### src/sine_quarter.hex
// quarter-wave sine magnitude, one 12-bit hex word per table index 0..63
019
04B
07E
0B0
0E2
113
145
177
1A8
1D9
20A
23A
26A
29A
2C9
2F8
327
354
382
3AF
3DB
407
432
45C
486
4AF
4D7
4FF
526
54C
571
596
5B9
5DC
5FD
61E
63E
65D
67B
698
6B4
6CF
6E9
701
719
730
745
759
76D
77F
790
79F
7AE
7BB
7C8
7D3
7DC
7E5
7EC
7F3
7F7
7FB
7FE
7FF
### src/dds_pkg.sv
package dds_pkg;

   //////////////////////////////////////////////////////////////////////
   // widths
   //////////////////////////////////////////////////////////////////////
   localparam int PHASE_WIDTH    = 32;   // phase accumulator
   localparam int SAMPLE_WIDTH   = 12;   // carrier word
   localparam int SCOPE_WIDTH    = 8;    // offset-binary scope byte
   localparam int LUT_ADDR_WIDTH = 6;    // quarter table address
   localparam int LUT_DEPTH      = 64;   // quarter table length
   localparam int LFSR_WIDTH     = 5;

   //////////////////////////////////////////////////////////////////////
   // constants
   //////////////////////////////////////////////////////////////////////
   localparam logic [LFSR_WIDTH-1:0] LFSR_SEED = 5'd1;
   localparam int LFSR_TICK_DEFAULT = 25_000_000;   // one step per second at 25 MHz
   localparam logic signed [SAMPLE_WIDTH-1:0] SQUARE_LEVEL = 12'sd2047;
   localparam logic [SAMPLE_WIDTH-1:0] LFSR_MARK_LEVEL = {1'b1, {(SAMPLE_WIDTH-1){1'b0}}};
   localparam string SINE_TABLE_FILE = "/design/src/sine_quarter.hex";

   // wave select codes
   localparam logic [1:0] WAVE_SIN    = 2'd0;
   localparam logic [1:0] WAVE_COS    = 2'd1;
   localparam logic [1:0] WAVE_SQUARE = 2'd2;
   localparam logic [1:0] WAVE_SAW    = 2'd3;

   // modulation select codes
   localparam logic [1:0] MOD_ASK  = 2'd0;
   localparam logic [1:0] MOD_BPSK = 2'd1;
   localparam logic [1:0] MOD_LFSR = 2'd2;
   localparam logic [1:0] MOD_NONE = 2'd3;

   // one sample, seen as a number or as the fields the scope plot uses
   typedef union packed {
      logic signed [SAMPLE_WIDTH-1:0] value;
      struct packed {
         logic                                sign;
         logic [SCOPE_WIDTH-2:0]              coarse;   // lands in the scope byte
         logic [SAMPLE_WIDTH-SCOPE_WIDTH-1:0] fine;     // dropped on the scope
      } fields;
   } sample_word_u;

endpackage

### src/phase_accumulator.sv
`timescale 1ns/10ps

module phase_accumulator
   import dds_pkg::*;
(
   input  logic                   CLK_25MHZ,
   input  logic                   reset_from_key,
   input  logic [PHASE_WIDTH-1:0] phase_inc,
   output logic [PHASE_WIDTH-1:0] phase
);

   //////////////////////////////////////////////////////////////////////
   // tuning word sets the output frequency
   // f_out = phase_inc * 25 MHz / 2^32
   //////////////////////////////////////////////////////////////////////

   always_ff @(posedge CLK_25MHZ)
   begin
      if (reset_from_key)
      begin
         phase <= '0;
      end
      else
      begin
         phase <= phase + phase_inc;   // wraps at a full turn
      end
   end

endmodule

### src/wave_shaper.sv
`timescale 1ns/10ps

module wave_shaper
   import dds_pkg::*;
(
   input  logic                   CLK_25MHZ,
   input  logic                   reset_from_key,
   input  logic [PHASE_WIDTH-1:0] phase,
   output sample_word_u           sin_wave,
   output sample_word_u           cos_wave,
   output sample_word_u           square_wave,
   output sample_word_u           saw_wave
);

   logic [SAMPLE_WIDTH-1:0] sine_table [LUT_DEPTH];   // first quarter, magnitudes only
   logic [PHASE_WIDTH-1:0]  cos_phase;
   sample_word_u            sin_next;
   sample_word_u            cos_next;
   sample_word_u            square_next;
   sample_word_u            saw_next;

   initial
   begin
      $readmemh(SINE_TABLE_FILE, sine_table);
   end

   // quadrant 1 and 3 run the table backwards, 2 and 3 are negated
   function automatic sample_word_u quarter_lookup(input logic [PHASE_WIDTH-1:0] p);
      logic [1:0]                quadrant;
      logic [LUT_ADDR_WIDTH-1:0] addr;
      logic [SAMPLE_WIDTH-1:0]   magnitude;
      sample_word_u              word;
      quadrant  = p[PHASE_WIDTH-1 -: 2];
      addr      = p[PHASE_WIDTH-3 -: LUT_ADDR_WIDTH];
      if (quadrant[0])
         addr = ~addr;                   // mirrored index
      magnitude  = sine_table[addr];
      word.value = quadrant[1] ? -magnitude : magnitude;
      return word;
   endfunction

   assign cos_phase = phase + {2'b01, {(PHASE_WIDTH-2){1'b0}}};   // quarter turn ahead

   always_comb
   begin
      sin_next          = quarter_lookup(phase);
      cos_next          = quarter_lookup(cos_phase);
      square_next.value = phase[PHASE_WIDTH-1] ? -SQUARE_LEVEL : SQUARE_LEVEL;
      saw_next.value    = {~phase[PHASE_WIDTH-1], phase[PHASE_WIDTH-2 -: SAMPLE_WIDTH-1]};
   end

   //////////////////////////////////////////////////////////////////////
   // one register stage for all four carriers
   //////////////////////////////////////////////////////////////////////
   always_ff @(posedge CLK_25MHZ)
   begin
      if (reset_from_key)
      begin
         sin_wave    <= '0;
         cos_wave    <= '0;
         square_wave <= '0;
         saw_wave    <= '0;
      end
      else
      begin
         sin_wave    <= sin_next;
         cos_wave    <= cos_next;
         square_wave <= square_next;
         saw_wave    <= saw_next;   // ramp from -2048 up to +2047
      end
   end

endmodule

### src/lfsr_bit_source.sv
`timescale 1ns/10ps

module lfsr_bit_source
   import dds_pkg::*;
#(
   parameter int tick_divide = LFSR_TICK_DEFAULT
)
(
   input  logic                  CLK_25MHZ,
   input  logic                  reset_from_key,
   output logic [LFSR_WIDTH-1:0] lfsr_state
);

   logic [$clog2(tick_divide+1)-1:0] tick_count;
   logic                             tick;

   // enable pulse on the last count of each period
   assign tick = (tick_count == $bits(tick_count)'(tick_divide - 1));

   //////////////////////////////////////////////////////////////////////
   // divider and x^5 + x^3 + 1 shift register, 31 states
   //////////////////////////////////////////////////////////////////////
   always_ff @(posedge CLK_25MHZ)
   begin
      if (reset_from_key)
      begin
         tick_count <= '0;
         lfsr_state <= LFSR_SEED;
      end
      else if (tick)
      begin
         tick_count <= '0;
         lfsr_state <= {lfsr_state[LFSR_WIDTH-2:0], lfsr_state[4] ^ lfsr_state[2]};
      end
      else
      begin
         tick_count <= tick_count + 1'b1;
      end
   end

endmodule

### src/carrier_modulator.sv
`timescale 1ns/10ps

module carrier_modulator
   import dds_pkg::*;
(
   input  logic                   CLK_25MHZ,
   input  logic                   reset_from_key,
   input  sample_word_u           sin_wave,
   input  sample_word_u           cos_wave,
   input  sample_word_u           square_wave,
   input  sample_word_u           saw_wave,
   input  logic [1:0]             wave_select,
   input  logic [1:0]             modulation_select,
   input  logic [LFSR_WIDTH-1:0]  lfsr_state,
   output sample_word_u           carrier_sample,
   output sample_word_u           modulated_sample,
   output logic [SCOPE_WIDTH-1:0] carrier_scope,
   output logic [SCOPE_WIDTH-1:0] modulated_scope
);

   sample_word_u selected;
   sample_word_u modulated;

   always_comb
   begin
      case (wave_select)
         WAVE_SIN:    selected = sin_wave;
         WAVE_COS:    selected = cos_wave;
         WAVE_SQUARE: selected = square_wave;
         default:     selected = saw_wave;
      endcase
      case (modulation_select)
         MOD_ASK:  modulated = lfsr_state[0] ? selected : '0;   // on-off keying
         MOD_BPSK: modulated.value = lfsr_state[0] ? -selected.value : selected.value;
         MOD_LFSR: modulated = (|lfsr_state) ? LFSR_MARK_LEVEL : '0;
         default:  modulated = selected;
      endcase
   end

   //////////////////////////////////////////////////////////////////////
   // output words and their offset-binary scope bytes
   //////////////////////////////////////////////////////////////////////
   always_ff @(posedge CLK_25MHZ)
   begin
      if (reset_from_key)
      begin
         carrier_sample   <= '0;
         modulated_sample <= '0;
         carrier_scope    <= '0;
         modulated_scope  <= '0;
      end
      else
      begin
         carrier_sample   <= selected;
         modulated_sample <= modulated;
         carrier_scope    <= {~selected.fields.sign, selected.fields.coarse};
         modulated_scope  <= {~modulated.fields.sign, modulated.fields.coarse};
      end
   end

endmodule

### src/dds_modulator_top.sv
`timescale 1ns/10ps

module dds_modulator_top
   import dds_pkg::*;
#(
   parameter int lfsr_tick_divide = LFSR_TICK_DEFAULT
)
(
   input  logic                   CLK_25MHZ,
   input  logic                   reset_from_key,
   input  logic [PHASE_WIDTH-1:0] phase_inc,
   input  logic [1:0]             wave_select,
   input  logic [1:0]             modulation_select,
   output sample_word_u           carrier_sample,
   output sample_word_u           modulated_sample,
   output logic [SCOPE_WIDTH-1:0] carrier_scope,
   output logic [SCOPE_WIDTH-1:0] modulated_scope,
   output logic [LFSR_WIDTH-1:0]  lfsr_state
);

   logic [PHASE_WIDTH-1:0] phase;
   sample_word_u           sin_wave;
   sample_word_u           cos_wave;
   sample_word_u           square_wave;
   sample_word_u           saw_wave;

   //////////////////////////////////////////////////////////////////////
   // phase -> carriers -> modulated words, two register stages
   //////////////////////////////////////////////////////////////////////
   phase_accumulator phase_acc0 (
      .CLK_25MHZ      (CLK_25MHZ),
      .reset_from_key (reset_from_key),
      .phase_inc      (phase_inc),
      .phase          (phase)
   );

   wave_shaper shaper0 (.*);   // all ports share names with this level

   lfsr_bit_source #(.tick_divide(lfsr_tick_divide)) lfsr0 (
      .CLK_25MHZ      (CLK_25MHZ),
      .reset_from_key (reset_from_key),
      .lfsr_state     (lfsr_state)   // also the data bit for the modulator
   );

   carrier_modulator modulator0 (.*);

endmodule

### config.mk
export PLATFORM = sky130hd
export DESIGN_NAME = dds_modulator_top
export DESIGN_NICKNAME = d
export VERILOG_FILES = /design/src/dds_pkg.sv /design/src/phase_accumulator.sv /design/src/wave_shaper.sv /design/src/lfsr_bit_source.sv /design/src/carrier_modulator.sv /design/src/dds_modulator_top.sv
export SDC_FILE = /design/constraint.sdc
export NUM_CORES = 1
export LEC_CHECK = 0
export BUFFER_PORTS_ARGS = -buffer_cell sky130_fd_sc_hd__buf_2
export CORE_UTILIZATION = 62
export CTS_CLUSTER_DIAMETER = 50
export DETAILED_ROUTE_END_ITERATION = 10
export GPL_ROUTABILITY_DRIVEN = 0
export PLACE_DENSITY = 0.87
export SKIP_CTS_REPAIR_TIMING = 1
export SLEW_MARGIN = 25
export SYNTH_ARGS = -nofsm -noshare
export SYNTH_HDL_FRONTEND = slang
export SYNTH_SLANG_ARGS = --single-unit
### constraint.sdc
create_clock -name CLK_25MHZ -period 6 [get_ports CLK_25MHZ]
set_input_delay 0.9 -clock CLK_25MHZ [delete_from_list [all_inputs] [get_ports CLK_25MHZ]]
set_output_delay 0.9 -clock CLK_25MHZ [all_outputs]
set_load 0.02 [all_outputs]
### After elaboration in Yosys (flattened, before gate mapping)

Index checks and enable logic that the tools add are counted.

* $add $sub $neg: 6
* equality and inequality tests: 5
* muxes and demuxes: 8
* bitwise operators: 4
* reductions and logical operators: 4

Operators by type and width (count)
* $mux W12: 6
* $pmux W12 S3: 2
* $add A32 B31 Y32 const B: 1
* $add A32 B32 Y32: 1
* $add A25 B1 Y25 const B: 1
* $eq A25 B25 Y1 const B: 1
* $neg A12 Y12 const A: 2
* $neg A12 Y12: 1
* $reduce_or A5 Y1: 1
* $eq A2 B1 Y1 const B: 2
* $eq A2 B2 Y1 const B: 2
* $logic_not A2 Y1: 2
* $not A1 Y1: 3
* $reduce_or A2 Y1: 1
* $xor A1 B1 Y1: 1

* bits in registers: 150
* bits of input ports: 38
* output and inout bits: 45
* logic and storage cells: 38

### Logic depth before layout (Yosys ltp)

Gate-level depths: netlist (run 1).

* depth after elaboration: 6
* mapped depth: 11
* gate-level depth less buffers: 9

### By module

A second synthesis (run 1) with hierarchy kept.

* cell total of the unflattened synthesis: 738
* area total of the unflattened synthesis: 6351.1 um^2

Modules (own cells, without submodules)
* phase_accumulator: times used 1, cells each 345, area each 2760.1 um^2, sequential area each 640.6 um^2
* carrier_modulator: times used 1, cells each 166, area each 1566.5 um^2, sequential area each 520.5 um^2
* lfsr_bit_source: times used 1, cells each 163, area each 1361.3 um^2, sequential area each 600.6 um^2
* wave_shaper: times used 1, cells each 64, area each 663.1 um^2, sequential area each 280.3 um^2

### Worst setup path before layout (run 1)

No wires, ideal clock.

* kind: input to register
* from: input phase_inc[0]
* to: register phase_acc0.phase[28]
* library setup time: 121 ps
* arrival: 2958 ps
* slack: 2920 ps
* stages on the path: 9
* buffers on the path: 0
* cells stage by stage: ha_1 -> fa_1 -> a21o_1 -> a221oi_2 -> a2bb2oi_2 -> o211ai_2 -> a211oi_2 -> o21ai_1 -> mux2_4

* word-level cells in the longest chain between the ends: 1

RTL lines
* start, declared: RTL line dds_modulator_top.sv:11 `input logic [PHASE_WIDTH-1:0] phase_inc,`
* $add A32 B32 Y32: RTL line phase_accumulator.sv:25 `phase <= phase + phase_inc;`
* end signal, assigned: RTL line phase_accumulator.sv:25
* end, declared: RTL line phase_accumulator.sv:9 `output logic [PHASE_WIDTH-1:0] phase`

Every way passes these cells.
A chain may end at the register's enable or synchronous reset.

### Worst setup path in the final report (run 1)

Same ends and word-level chain as after synthesis.

==> tab_implementation.tex, run 1 <==
\begin{tabular}{lr}
\hline
Metric & Value \\
\hline
\multicolumn{2}{l}{\textbf{Status}} \\
Status & finished, final reports clean \\
\multicolumn{2}{l}{\textbf{STA}} \\
\# setup viols final & 0 \\
Time the final worst path needs with I/O delays and setup & 3060 ps \\
Share of the cycle needed by the critical path after routing & 51.1\% \\
Worst slack on hold paths & 474 ps \\
Relative slew slack & 31.8\% \\
Unrepaired setup endpoints after global routing & false \\
Post-route setup TNS & 0 ps \\
Fin. max-slew vios & 0 \\
Final WS setup & 2940 ps \\
Final number of hold-violating endpoints & 0 \\
Fmax & 0.326 GHz \\
Clock Skews & 15.7 ps \\
Slew at the pin closest to its max-slew limit & 1020 ps \\
\multicolumn{2}{l}{\textbf{Route}} \\
Via count normalized by instance count & 5.85 \\
DRC violation count after routing & 0 \\
Number of nets with antenna violations after detailed routing & 0 \\
Vias after detailed routing & 4,874 \\
Average wire length per cell after detail routing & 14.1 um \\
DRT Wirelength & 11,800 um \\
Number of violations reported at the end of detailed-routing iteration 0 & 208 \\
Detailed Routing Iterations Pass 1 & 8 \\
\multicolumn{2}{l}{\textbf{Global route}} \\
Met2 Usage GRT & 43.6\% \\
Global-route wire length before repair & 20,200 um \\
Vias in the first global route & 4,605 \\
Overall fraction of global-route tracks in use & 25.5\% \\
Met3 Track Usage GR & 3.68\% \\
Number of antenna violations at the first check in global routing & 0 \\
Overflow left after global routing & 0 \\
Most utilized layer in the global route result & met2 \\
Pin count of the biggest net entering global routing & 57 \\
M1 GR Usage & 32.3\% \\
\multicolumn{2}{l}{\textbf{Yosys}} \\
Largest family of logic cells by synthesized area & simple AND/OR/NAND/NOR gates \\
Post-synthesis compound-gate area fraction & 18.4\% \\
Mapped Area & 0.00557 mm\^{}2 \\
Async S/R FF share, synth & 0\% \\
Unique cell type count in the Yosys netlist & 64 \\
Warning count from the yosys run & 0 \\
Number of synthesized flops with an enable pin & 0 \\
Number of register bits inferred by synthesis & 102 \\
Adder-Cell Fraction of Synth Area & 7.77\% \\
Count of mapped cells out of synthesis & 672 \\
Post-synthesis sequential area ratio & 36.6\% \\
XOR/XNOR share of the synthesized area & 6.76\% \\
Syn Nets & 744 \\
Mux share of post-synthesis cell area & 2.38\% \\
Average size of a mapped cell & 8.29 um\^{}2 \\
Synth Flop Type & sky130\_fd\_sc\_hd\_\_dfxtp\_1 \\
Simple-gate area share of the yosys netlist & 22.8\% \\
\multicolumn{2}{l}{\textbf{Placed design}} \\
DP Wirelength & 8680 um \\
DP Worst Slack & 2560 ps \\
Port Buffers & 82 \\
\multicolumn{2}{l}{\textbf{Setup path}} \\
Crit Path Class & in2reg \\
Crit path DAT & 3330 ps \\
R2r worst-path depth & 9 \\
CP startpoint kind & input pin \\
Required time reported for the critical path endpoint & 6260 ps \\
FF-to-FF setup slack & 3270 ps \\
Worst reg2reg path startpoint & phase\_acc0.phase[0]\$\_SDFF\_PP0\_ \\
Max FO, Critical Path & 4 \\
Reg-to-reg endpoint & phase\_acc0.phase[28]\$\_SDFF\_PP0\_ \\
Worst setup EP type & register \\
\multicolumn{2}{l}{\textbf{Hold path}} \\
Number of cells traversed by the worst hold path & 1 \\
Startpoint of the tightest hold check path & phase\_acc0.phase[24]\$\_SDFF\_PP0\_ \\
Hold Crit Endpoint & shaper0.saw\_wave[4]\$\_SDFF\_PP0\_ \\
Worst hold path class & reg2reg \\
\multicolumn{2}{l}{\textbf{Power and ir drop}} \\
Total power density per cell area & 407 mW/mm\^{}2 \\
Maximum vdd drop & 0.253 mV \\
P\_leak & 2.61 nW \\
\multicolumn{2}{l}{\textbf{Clock tree}} \\
Number of clock sinks & 102 \\
Clock transition at the register clock pins on the worst setup and hold paths after CTS & 110 ps \\
Inserted Clock Buffers & 9 \\
Max clock buf depth & 2 \\
Root buffer cell & sky130\_fd\_sc\_hd\_\_clkbuf\_8 \\
CTS tree & done \\
CTS H-Tree Depth & 3 \\
Clock insertion delay at the later pin of the skew report & 360 ps \\
\multicolumn{2}{l}{\textbf{Floorplan}} \\
Site row count & 34 \\
Die X-Extent & 96.8 um \\
Initial Utilization & 63.9\% \\
Y dimension of the die & 96.8 um \\
Floorplan die area & 0.00937 mm\^{}2 \\
Core ar. & 0.00872 mm\^{}2 \\
\# IOs & 83 \\
\multicolumn{2}{l}{\textbf{Layout}} \\
Layout net count & 792 \\
Diode count & 0 \\
Final design utilization & 70.0\% \\
Area growth from synthesis to layout & 9.47\% \\
Share of post-route cells with drive strength above 1 & 16.3\% \\
\multicolumn{2}{l}{\textbf{Run}} \\
Max-cap check violation count & 0 \\
\hline
\end{tabular}
## metal layers
layer | vias up | part of all wire [%]
li1 | 2441 | -
met2 | 199 | 48
met3 | 32 | 5.8
met4 | 0 | 2.4
met1 | 2202 | 44
met5 | - | 0
## cells in the final DEF, fill, tap and decap left out, types with 6 or more instances in the layout
master	instances
sky130_fd_sc_hd__dfxtp_1	102
sky130_fd_sc_hd__nor2_1	98
sky130_fd_sc_hd__buf_2	82
sky130_fd_sc_hd__a21oi_1	49
sky130_fd_sc_hd__o21ai_0	48
sky130_fd_sc_hd__nand2_1	38
sky130_fd_sc_hd__ha_1	33
sky130_fd_sc_hd__xor2_1	24
sky130_fd_sc_hd__nor2b_1	23
sky130_fd_sc_hd__xnor2_1	19
sky130_fd_sc_hd__nand3_1	17
sky130_fd_sc_hd__inv_1	14
sky130_fd_sc_hd__nor3_1	13
sky130_fd_sc_hd__nand4_1	13
sky130_fd_sc_hd__and2_1	11
sky130_fd_sc_hd__clkbuf_8	10
sky130_fd_sc_hd__and3_1	8
sky130_fd_sc_hd__a211oi_1	7
sky130_fd_sc_hd__a21o_1	7
sky130_fd_sc_hd__mux2_2	6
sky130_fd_sc_hd__nor4_1	6
sky130_fd_sc_hd__and2_0	6
sky130_fd_sc_hd__o21a_1	6
sky130_fd_sc_hd__nand2b_1	6
## worst max path at each step
stage	from	endpoint	slack [ps]
after floorplan	phase_inc[0]	phase_acc0.phase[28]$_SDFF_PP0_	2920
after global placement	phase_inc[0]	phase_acc0.phase[28]$_SDFF_PP0_	2650
after detailed placement	phase_inc[0]	phase_acc0.phase[28]$_SDFF_PP0_	2560
after CTS	phase_inc[0]	phase_acc0.phase[28]$_SDFF_PP0_	2940
after global routing	phase_inc[0]	phase_acc0.phase[28]$_SDFF_PP0_	2840
final	phase_inc[0]	phase_acc0.phase[28]$_SDFF_PP0_	2940
## cell usage after synthesis, types with 3 or more instances
library cell               number  area (um^2)
sky130_fd_sc_hd__or3_1          5         31.3
sky130_fd_sc_hd__nor2b_1       23          144
sky130_fd_sc_hd__o211ai_1       4         30.0
sky130_fd_sc_hd__nor2_1        98          368
sky130_fd_sc_hd__nand4_1       13         81.3
sky130_fd_sc_hd__clkbuf_1      21         78.8
sky130_fd_sc_hd__mux2_2         6         67.6
sky130_fd_sc_hd__a211oi_1       7         52.6
sky130_fd_sc_hd__buf_4         16          120
sky130_fd_sc_hd__nand3_1       17         85.1
sky130_fd_sc_hd__nand3b_1       4         30.0
sky130_fd_sc_hd__and2_1        11         68.8
sky130_fd_sc_hd__a21oi_1       49          245
sky130_fd_sc_hd__and3_1         8         50.1
sky130_fd_sc_hd__nand2b_1       6         37.5
sky130_fd_sc_hd__mux2i_1        5         50.1
sky130_fd_sc_hd__a21o_1         7         52.6
sky130_fd_sc_hd__o21bai_1       4         30.0
sky130_fd_sc_hd__xnor2_1       19          166
sky130_fd_sc_hd__o31ai_1        3         22.5
sky130_fd_sc_hd__inv_1         14         52.6
sky130_fd_sc_hd__and2_0         6         37.5
sky130_fd_sc_hd__nor3b_1        3         22.5
sky130_fd_sc_hd__nor3_1        13         65.1
sky130_fd_sc_hd__nand2_1       38          143
sky130_fd_sc_hd__xor2_1        24          210
sky130_fd_sc_hd__buf_1          4         15.0
sky130_fd_sc_hd__dfxtp_1      102         2040
sky130_fd_sc_hd__a211o_1        5         43.8
sky130_fd_sc_hd__nor4_1         6         37.5
sky130_fd_sc_hd__ha_1          33          413
sky130_fd_sc_hd__a31oi_1        5         31.3
sky130_fd_sc_hd__buf_2          4         20.0
sky130_fd_sc_hd__o21ai_0       48          240
sky130_fd_sc_hd__o21a_1         6         45.0
## cell type report
class / instances / area (um^2)
fill: 693 / 2620
tap: 108 / 135
clock inverter: 6 / 76.3
multi-input combinational: 510 / 3240
timing repair buffer: 83 / 418
clock buffer: 10 / 138
sequential: 102 / 2040
inverter: 14 / 52.6
## report_power, final
group	total (mW)	internal, mW	switching, mW
Sequential	0.879	0.816	0.0633
Combinational	1.14	0.473	0.668
Clock	0.461	0.211	0.250
Total	2.48	1.50	0.981
## worst max-delay path, cell delays in order
cell	delay, ps
sky130_fd_sc_hd__buf_2	100
sky130_fd_sc_hd__ha_1	220
sky130_fd_sc_hd__fa_1	410
sky130_fd_sc_hd__a21o_1	200
sky130_fd_sc_hd__a221oi_2	310
sky130_fd_sc_hd__a2bb2oi_2	300
sky130_fd_sc_hd__o211ai_2	160
sky130_fd_sc_hd__a211oi_2	320
sky130_fd_sc_hd__o21ai_1	120
sky130_fd_sc_hd__mux2_4	300
## cells by family (layout without fill, tap and decap cells)
kind of cell	after synthesis	count (layout)
fa+ha+maj	34	34
buf+inv	60	113
mux	12	12
compound gates	162	162
simple gates	259	259
flops	102	102
xor+xnor	43	43
## flip-flops by register name, summed over array words and instances (netlist names)
register and count:
modulator0.carrier_sample 5, phase_acc0.phase 32, lfsr0.tick_count 25, shaper0.square_wave 3, modulator0.modulated_scope 8, lfsr0.lfsr_state 5, modulator0.carrier_scope 8, shaper0.saw_wave 11
modulator0.modulated_sample 5
## metrics by stage
step                      std cells  cell area (um^2)  power [mW]
final                           833              6100        2.48
after global routing            833              6100        2.66
after CTS                       833              6100        2.47
after detailed placement        817              5890        2.00
after global placement          817              5890        1.96
after floorplan                 672              5570        1.79
Power figures use the tool's default switching activity.
==> inputs of run 2 (changes only) <==
CORE_UTILIZATION = 52   (was 62)
PLACE_DENSITY = 0.78   (was 0.87)
clock period = 2.8 ns   (was 6 ns; I/O delays follow)
==> run 2 against run 1 <==
  * Sequential power increased by 120%
  * Clock power increased by 88%
  * Worst hold slack got worse by 88 ps
  * Wire length increased by 2.5%
  * Non-clock buffer count increased by 25
  * Clock skew increased by 1.1 ps
  * Flip-flop and latch count unchanged
  * Power increased by 120%
  * Core utilization decreased by 9.3 points
  * Combinational power increased by 130%
  * Sequential share of layout area decreased by 0.99 points
  * Highest routed layer unchanged
==> tab_implementation.tex, run 2 (same netlist as run 1, synthesis figures left out) <==
\begin{tabular}{lr}
\hline
Metric & Value \\
\hline
\multicolumn{2}{l}{\textbf{Clock tree}} \\
Clock insertion delay at the later pin of the skew report & 370 ps (about the same) \\
Inserted Clock Buffers & 9 (unchanged) \\
Number of clock sinks & 102 (unchanged) \\
CTS H-Tree Depth & 3 (unchanged) \\
CTS tree & done \\
Max clock buf depth & 2 (unchanged) \\
Clock transition at the register clock pins on the worst setup and hold paths after CTS & 100 ps (about the same) \\
Root buffer cell & sky130\_fd\_sc\_hd\_\_clkbuf\_8 \\
\multicolumn{2}{l}{\textbf{Setup path}} \\
R2r worst-path depth & 9 (unchanged) \\
Worst reg2reg path startpoint & phase\_acc0.phase[0]\$\_SDFF\_PP0\_ \\
Worst setup EP type & register \\
Required time reported for the critical path endpoint & 3060 ps (-3200 ps) \\
CP startpoint kind & register \\
Max FO, Critical Path & 3 (-1) \\
Reg-to-reg endpoint & phase\_acc0.phase[28]\$\_SDFF\_PP0\_ \\
Crit Path Class & reg2reg \\
Worst setup path start & phase\_acc0.phase[0]\$\_SDFF\_PP0\_ \\
Crit path DAT & 2880 ps (-450 ps) \\
FF-to-FF setup slack & 180 ps (-3090 ps) \\
\multicolumn{2}{l}{\textbf{Layout}} \\
Reg area & 0.00204 mm\^{}2 (unchanged) \\
Total area of multi-input combinational cells & 0.00324 mm\^{}2 (unchanged) \\
Commonest non-fill, non-tap cells in the layout & 102 x sky130\_fd\_sc\_hd\_\_dfxtp\_1, 98 x sky130\_fd\_sc\_hd\_\_nor2\_1, 82 x sky130\_fd\_sc\_hd\_\_buf\_2 \\
Final Cell Area & 0.00629 mm\^{}2 (+3.0\%) \\
Number of flip-flops under the largest register name & 32 (unchanged) \\
Top reg by flops & phase\_acc0.phase \\
Layout net count & 817 (+3.2\%) \\
Number of filler cells placed in the layout & 910 (+31\%) \\
Largest regs & phase\_acc0.phase (32), lfsr0.tick\_count (25), shaper0.saw\_wave (11) \\
Final design utilization & 60.6\% (-9.3 points) \\
Share of post-route cells with drive strength above 1 & 18.8\% (+2.5 points) \\
Post-Layout Cell Count & 886 (+6.4\%) \\
Area growth from synthesis to layout & 12.8\% \\
Most common cell after layout, fill and taps aside & sky130\_fd\_sc\_hd\_\_dfxtp\_1 \\
Diode count & 0 (unchanged) \\
\multicolumn{2}{l}{\textbf{Global route}} \\
Pin count of the biggest net entering global routing & 58 (+1.8\%) \\
Vias in the first global route & 4,589 (-0.35\%) \\
Number of antenna violations at the first check in global routing & 0 (unchanged) \\
Global-route wire length before repair & 20,700 um (+2.4\%) \\
Overall fraction of global-route tracks in use & 22.7\% (-2.9 points) \\
Overflow left after global routing & 0 (unchanged) \\
\multicolumn{2}{l}{\textbf{STA}} \\
\# setup viols final & 0 (unchanged) \\
Fin. max-slew vios & 0 (unchanged) \\
Time the final worst path needs with I/O delays and setup & 2620 ps \\
Worst slack on hold paths & 386 ps (-88.1 ps) \\
Unrepaired setup endpoints after global routing & false \\
Slew at the pin closest to its max-slew limit & 747 ps (-274 ps) \\
Final WS setup & 178 ps (-2760 ps) \\
Fmax & 0.381 GHz \\
Clock Skews & 16.8 ps (+1.11 ps) \\
Relative slew slack & 49.7\% (+18 points) \\
Final number of hold-violating endpoints & 0 (unchanged) \\
Share of the cycle needed by the critical path after routing & 93.6\% \\
\multicolumn{2}{l}{\textbf{Floorplan}} \\
Site row count & 37 (+8.8\%) \\
Core ar. & 0.0104 mm\^{}2 (+19\%) \\
\# IOs & 83 (unchanged) \\
Die X-Extent & 106 um (+9.0\%) \\
Y dimension of the die & 106 um (+9.0\%) \\
Initial Utilization & 53.7\% (-10 points) \\
Floorplan die area & 0.0111 mm\^{}2 (+19\%) \\
\multicolumn{2}{l}{\textbf{Hold path}} \\
Number of cells traversed by the worst hold path & 3 (+2) \\
Worst hold path class & in2reg \\
Startpoint of the tightest hold check path & phase\_inc[0] \\
Hold Crit Endpoint & phase\_acc0.phase[0]\$\_SDFF\_PP0\_ \\
\multicolumn{2}{l}{\textbf{Route}} \\
Via count normalized by instance count & 5.60 (-4.3\%) \\
Number of violations reported at the end of detailed-routing iteration 0 & 386 (+86\%) \\
Average wire length per cell after detail routing & 13.6 um (-3.7\%) \\
Detailed Routing Iterations Pass 1 & 7 (-1) \\
DRC violation count after routing & 0 (unchanged) \\
Number of nets with antenna violations after detailed routing & 0 (unchanged) \\
Vias after detailed routing & 4,961 (+1.8\%) \\
DRT Wirelength & 12,100 um (+2.5\%) \\
\multicolumn{2}{l}{\textbf{Power and ir drop}} \\
Switching Fraction & 39.4\% (-0.15 points) \\
Total power density per cell area & 854 mW/mm\^{}2 (+110\%) \\
P\_leak & 2.71 nW (+3.9\%) \\
Seq pwr share & 35.1\% (-0.3 points) \\
Comb power frac & 48.8\% (+2.8 points) \\
Maximum vdd drop & 0.546 mV (+120\%) \\
Sw Pwr & 2.12 mW (+120\%) \\
Internal power & 3.26 mW (+120\%) \\
Share of total power in the clock network & 16.1\% (-2.5 points) \\
\multicolumn{2}{l}{\textbf{Placed design}} \\
DP Wirelength & 9030 um (+4.0\%) \\
Number of placed cells counting well taps & 870 (+6.5\%) \\
Port Buffers & 82 (unchanged) \\
DP Worst Slack & -35.4 ps (-2590 ps) \\
Placed standard-cell area & 0.00611 mm\^{}2 (+3.8\%) \\
\multicolumn{2}{l}{\textbf{Run}} \\
Max-cap check violation count & 0 (unchanged) \\
\multicolumn{2}{l}{\textbf{Status}} \\
Status & finished, final reports clean \\
\hline
\end{tabular}
==> run 2: cell count changes in the layout (fill, tap and decap cells not counted) <==
| cell | before | now |
|---|---|---|
| sky130_fd_sc_hd__clkinv_4 | 3 | 2 |
| sky130_fd_sc_hd__bufinv_16 | 1 | 0 |
| sky130_fd_sc_hd__inv_8 | 1 | 0 |
| sky130_fd_sc_hd__clkinv_2 | 0 | 1 |
| sky130_fd_sc_hd__clkbuf_1 | 0 | 2 |
| sky130_fd_sc_hd__buf_4 | 1 | 26 |
==> run 2: worst max-delay path by stage <==
stage,endpoint,slack (ps),cells past startpoint
2_1_floorplan,phase_acc0.phase[28]$_SDFF_PP0_,200,9
3_3_place_gp,phase_acc0.phase[28]$_SDFF_PP0_,30,10
3_5_place_dp,phase_acc0.phase[28]$_SDFF_PP0_,-40,10
4_1_cts,phase_acc0.phase[28]$_SDFF_PP0_,200,9
5_1_grt,phase_acc0.phase[26]$_SDFF_PP0_,20,10
6_report,phase_acc0.phase[28]$_SDFF_PP0_,180,9
==> run 2: layout make-up <==
type                       instances  share of cell area, %
clock inverter                     4                  0.498
sequential                       102                   32.5
inverter                          14                  0.836
tap                              136                   2.71
timing repair buffer             108                   9.63
multi-input combinational        510                   51.5
clock buffer                      12                   2.31
==> run 2: power groups by stage <==
stage / logic [mW] / registers (mW) / clock network [mW]
after floorplan: 1.91 / 1.92 / 0
after global placement: 2.49 / 1.91 / 0
after detailed placement: 2.56 / 1.92 / 0
after CTS: 2.58 / 1.89 / 0.881
after global routing: 2.94 / 1.92 / 0.953
final: 2.62 / 1.89 / 0.865
==> run 2: worst max-delay path: stages (launching register included) <==
cell	delay [ps]
sky130_fd_sc_hd__dfxtp_1	310
sky130_fd_sc_hd__ha_1	200
sky130_fd_sc_hd__fa_1	420
sky130_fd_sc_hd__a21o_1	210
sky130_fd_sc_hd__a221oi_2	310
sky130_fd_sc_hd__a2bb2oi_2	250
sky130_fd_sc_hd__o211ai_2	140
sky130_fd_sc_hd__a211oi_2	280
sky130_fd_sc_hd__o21ai_1	110
sky130_fd_sc_hd__mux2_4	300
==> run 2: layer usage <==
| metal | wire [um] | GRT usage [%] |
|---|---|---|
| met1 | 5690 | 29.9 |
| met5 | 0 | 0 |
| met2 | 5370 | 36.9 |
| met3 | 726 | 3.77 |
| met4 | 284 | 9.13 |
==> run 2: through the flow <==
step / total power [mW] / TNS (ps)
floorplan: 3.83 / 0
global placement: 4.40 / 0
detailed placement: 4.48 / -35.4
CTS: 5.34 / 0
global route: 5.81 / 0
finish: 5.37 / 0
==> inputs of run 3 (changes only) <==
--- a/config.mk
+++ b/config.mk
@@ -7,11 +7,12 @@
 export LEC_CHECK = 0
 export BUFFER_PORTS_ARGS = -buffer_cell sky130_fd_sc_hd__buf_2
-export CORE_UTILIZATION = 52
+export CORE_UTILIZATION = 54
+export CTS_BUF_LIST = sky130_fd_sc_hd__clkbuf_8
 export CTS_CLUSTER_DIAMETER = 50
 export DETAILED_ROUTE_END_ITERATION = 10
 export GPL_ROUTABILITY_DRIVEN = 0
-export PLACE_DENSITY = 0.78
+export PLACE_DENSITY = 0.8
 export SKIP_CTS_REPAIR_TIMING = 1
-export SLEW_MARGIN = 25
+export SLEW_MARGIN = 10
 export SYNTH_ARGS = -nofsm -noshare
 export SYNTH_HDL_FRONTEND = slang
==> constraint.sdc (replaced) <==
create_clock -name CLK_25MHZ -period 2.8 [get_ports CLK_25MHZ]
set_input_delay 0.42 -clock CLK_25MHZ [delete_from_list [all_inputs] [get_ports CLK_25MHZ]]
set_output_delay 0.42 -clock CLK_25MHZ [all_outputs]
set_load 0.01 [all_outputs]
==> run 3 against run 2 <==
  * Core utilization grew 3.2 points
  * Global-route usage up 0.69 points
  * Die area fell by 3.6%
  * Power up 2.0%
  * Via count grew 0.73%
  * Critical path depth is the same
  * Sequential share of layout area down 0.22 points
==> tab_implementation.tex, run 3 (same netlist as run 1, synthesis figures left out) <==
\begin{tabular}{lr}
\hline
Metric & Value \\
\hline
\multicolumn{2}{l}{\textbf{Setup path}} \\
Library cell contributing the largest single delay on the critical path & sky130\_fd\_sc\_hd\_\_fa\_1 \\
CP startpoint kind & register \\
Crit Path Class & reg2reg \\
Max FO, Critical Path & 3 (unchanged) \\
Worst setup EP type & register \\
CP cell instances & ha\_1 > fa\_1 > a21o\_1 > a221oi\_2 > a2bb2oi\_2 > o211ai\_2 > a211oi\_2 > o21ai\_1 > mux2\_4 \\
Required time reported for the critical path endpoint & 3070 ps (about the same) \\
Number of buffers and inverters on the critical path & 0 (unchanged) \\
Crit path DAT & 2830 ps (-50 ps) \\
Largest delay contributor family on the critical path & compound AO/OA/AOI/OAI gates \\
Max stage delay on crit path & 400 ps (-20 ps) \\
\multicolumn{2}{l}{\textbf{STA}} \\
Time the final worst path needs with I/O delays and setup & 2570 ps (-54.4 ps) \\
Unrepaired setup endpoints after global routing & false \\
Slew at the pin closest to its max-slew limit & 859 ps (+112 ps) \\
Relative slew slack & 42.2\% (-7.5 points) \\
Fin. max-slew vios & 0 (unchanged) \\
Fmax & 0.389 GHz (+2.1\%) \\
\# setup viols final & 0 (unchanged) \\
Final number of hold-violating endpoints & 0 (unchanged) \\
Clock Skews & 11.1 ps (-5.68 ps) \\
Share of the cycle needed by the critical path after routing & 91.7\% (-1.9 points) \\
Worst slack on hold paths & 381 ps (-5.00 ps) \\
\multicolumn{2}{l}{\textbf{Layout}} \\
Largest regs & phase\_acc0.phase (32), lfsr0.tick\_count (25), shaper0.saw\_wave (11) \\
Top reg by flops & phase\_acc0.phase \\
Share of post-route cells with drive strength above 1 & 19.2\% (+0.37 points) \\
Most common cell after layout, fill and taps aside & sky130\_fd\_sc\_hd\_\_dfxtp\_1 \\
Commonest non-fill, non-tap cells in the layout & 102 x sky130\_fd\_sc\_hd\_\_dfxtp\_1, 98 x sky130\_fd\_sc\_hd\_\_nor2\_1, 82 x sky130\_fd\_sc\_hd\_\_buf\_2 \\
Reg area & 0.00204 mm\^{}2 (unchanged) \\
Number of flip-flops under the largest register name & 32 (unchanged) \\
Total area of multi-input combinational cells & 0.00324 mm\^{}2 (unchanged) \\
Diode count & 0 (unchanged) \\
Post-Layout Cell Count & 884 (-0.23\%) \\
Area growth from synthesis to layout & 13.6\% \\
Number of filler cells placed in the layout & 840 (-7.7\%) \\
Layout net count & 818 (+0.12\%) \\
\multicolumn{2}{l}{\textbf{Route}} \\
DRT Wirelength & 12,300 um (+2.0\%) \\
DRC violation count after routing & 0 (unchanged) \\
Number of nets with antenna violations after detailed routing & 0 (unchanged) \\
Detailed Routing Iterations Pass 1 & 7 (unchanged) \\
Average wire length per cell after detail routing & 13.9 um (+2.3\%) \\
Via count normalized by instance count & 5.65 (+0.95\%) \\
Vias after detailed routing & 4,997 (+0.73\%) \\
Number of violations reported at the end of detailed-routing iteration 0 & 307 (-20\%) \\
\multicolumn{2}{l}{\textbf{Floorplan}} \\
Site row count & 36 (-2.7\%) \\
\# IOs & 83 (unchanged) \\
Y dimension of the die & 104 um (-1.8\%) \\
Die X-Extent & 104 um (-1.8\%) \\
Initial Utilization & 56.2\% (+2.5 points) \\
Floorplan die area & 0.0107 mm\^{}2 (-3.6\%) \\
Core ar. & 0.00991 mm\^{}2 (-4.4\%) \\
\multicolumn{2}{l}{\textbf{Placed design}} \\
Port Buffers & 82 (unchanged) \\
Number of placed cells counting well taps & 868 (-0.23\%) \\
DP Wirelength & 9210 um (+2.0\%) \\
\multicolumn{2}{l}{\textbf{Clock tree}} \\
CTS tree & done \\
Clock transition at the register clock pins on the worst setup and hold paths after CTS & 90 ps (about the same) \\
Clock insertion delay at the later pin of the skew report & 370 ps (about the same) \\
Number of clock sinks & 102 (unchanged) \\
Max clock buf depth & 2 (unchanged) \\
CTS H-Tree Depth & 3 (unchanged) \\
Root buffer cell & sky130\_fd\_sc\_hd\_\_clkbuf\_8 \\
Inserted Clock Buffers & 9 (unchanged) \\
\multicolumn{2}{l}{\textbf{Status}} \\
Status & finished, final reports clean \\
\multicolumn{2}{l}{\textbf{Power and ir drop}} \\
Total power density per cell area & 866 mW/mm\^{}2 (+1.3\%) \\
P\_leak & 2.73 nW (+0.78\%) \\
Maximum vdd drop & 0.527 mV (-3.4\%) \\
\multicolumn{2}{l}{\textbf{Global route}} \\
Overflow left after global routing & 0 (unchanged) \\
Overall fraction of global-route tracks in use & 23.3\% (+0.69 points) \\
Vias in the first global route & 4,607 (+0.39\%) \\
Global-route wire length before repair & 20,700 um (+0.33\%) \\
Number of antenna violations at the first check in global routing & 0 (unchanged) \\
Pin count of the biggest net entering global routing & 28 (-52\%) \\
\multicolumn{2}{l}{\textbf{Run}} \\
Max-cap check violation count & 0 (unchanged) \\
\multicolumn{2}{l}{\textbf{Hold path}} \\
Worst hold path class & in2reg \\
\hline
\end{tabular}
## run 3: area by class of cell
class,instances,area share [%]
Sequential cell,102,32.3
Multi-Input combinational cell,510,51.2
Clock inverter,5,1.01
Tap cell,133,2.63
Inverter,14,0.830
Clock buffer,11,2.39
Timing Repair Buffer,109,9.69
## run 3: per-layer routing
layer,GRT usage [%],up-vias,share of wire (%)
li1,-,2490,-
met1,30.2,2275,46
met2,38.4,201,46
met3,2.45,31,5.2
met4,12.3,0,2.5
met5,0,-,0
## run 3: path summary, 6_finish.rpt
kind / startpoint / endpoint / slack (ps) / cells past startpoint
worst max-delay path: phase_acc0.phase[0]$_SDFF_PP0_ / phase_acc0.phase[28]$_SDFF_PP0_ / 230 / 9
worst min-delay path: phase_inc[0] / phase_acc0.phase[0]$_SDFF_PP0_ / 380 / 3
worst max register to register: phase_acc0.phase[0]$_SDFF_PP0_ / phase_acc0.phase[28]$_SDFF_PP0_ / 230 / 9
worst min register to register: phase_acc0.phase[31]$_SDFF_PP0_ / shaper0.square_wave[10]$_SDFF_PP0_ / 460 / 1
## run 3: power breakdown
part / switching, mW / internal, mW / total, mW
combinational: 1.44 / 1.15 / 2.60
clock: 0.524 / 0.470 / 0.995
sequential: 0.141 / 1.75 / 1.89
total: 2.11 / 3.37 / 5.48
## run 3: through the flow
| step | area (um^2) | worst slack (ps) | power [mW] | util [%] | setup TNS, ps |
|---|---|---|---|---|---|
| after floorplan | 5570 | 200 | 3.79 | - | 0 |
| after global placement | 6110 | 32.6 | 4.35 | 61.7 | 0 |
| after detailed placement | 6110 | -3.67 | 4.44 | 61.7 | -3.67 |
| after CTS | 6330 | 236 | 5.45 | 63.9 | 0 |
| after global routing | 6330 | 80.0 | 5.89 | 63.9 | 0 |
| final | 6330 | 233 | 5.48 | 63.9 | 0 |
## run 3: tightest hold or removal path, cell delays in order
cell,delay [ps]
sky130_fd_sc_hd__buf_2,80
sky130_fd_sc_hd__ha_1,110
sky130_fd_sc_hd__nor2b_1,110
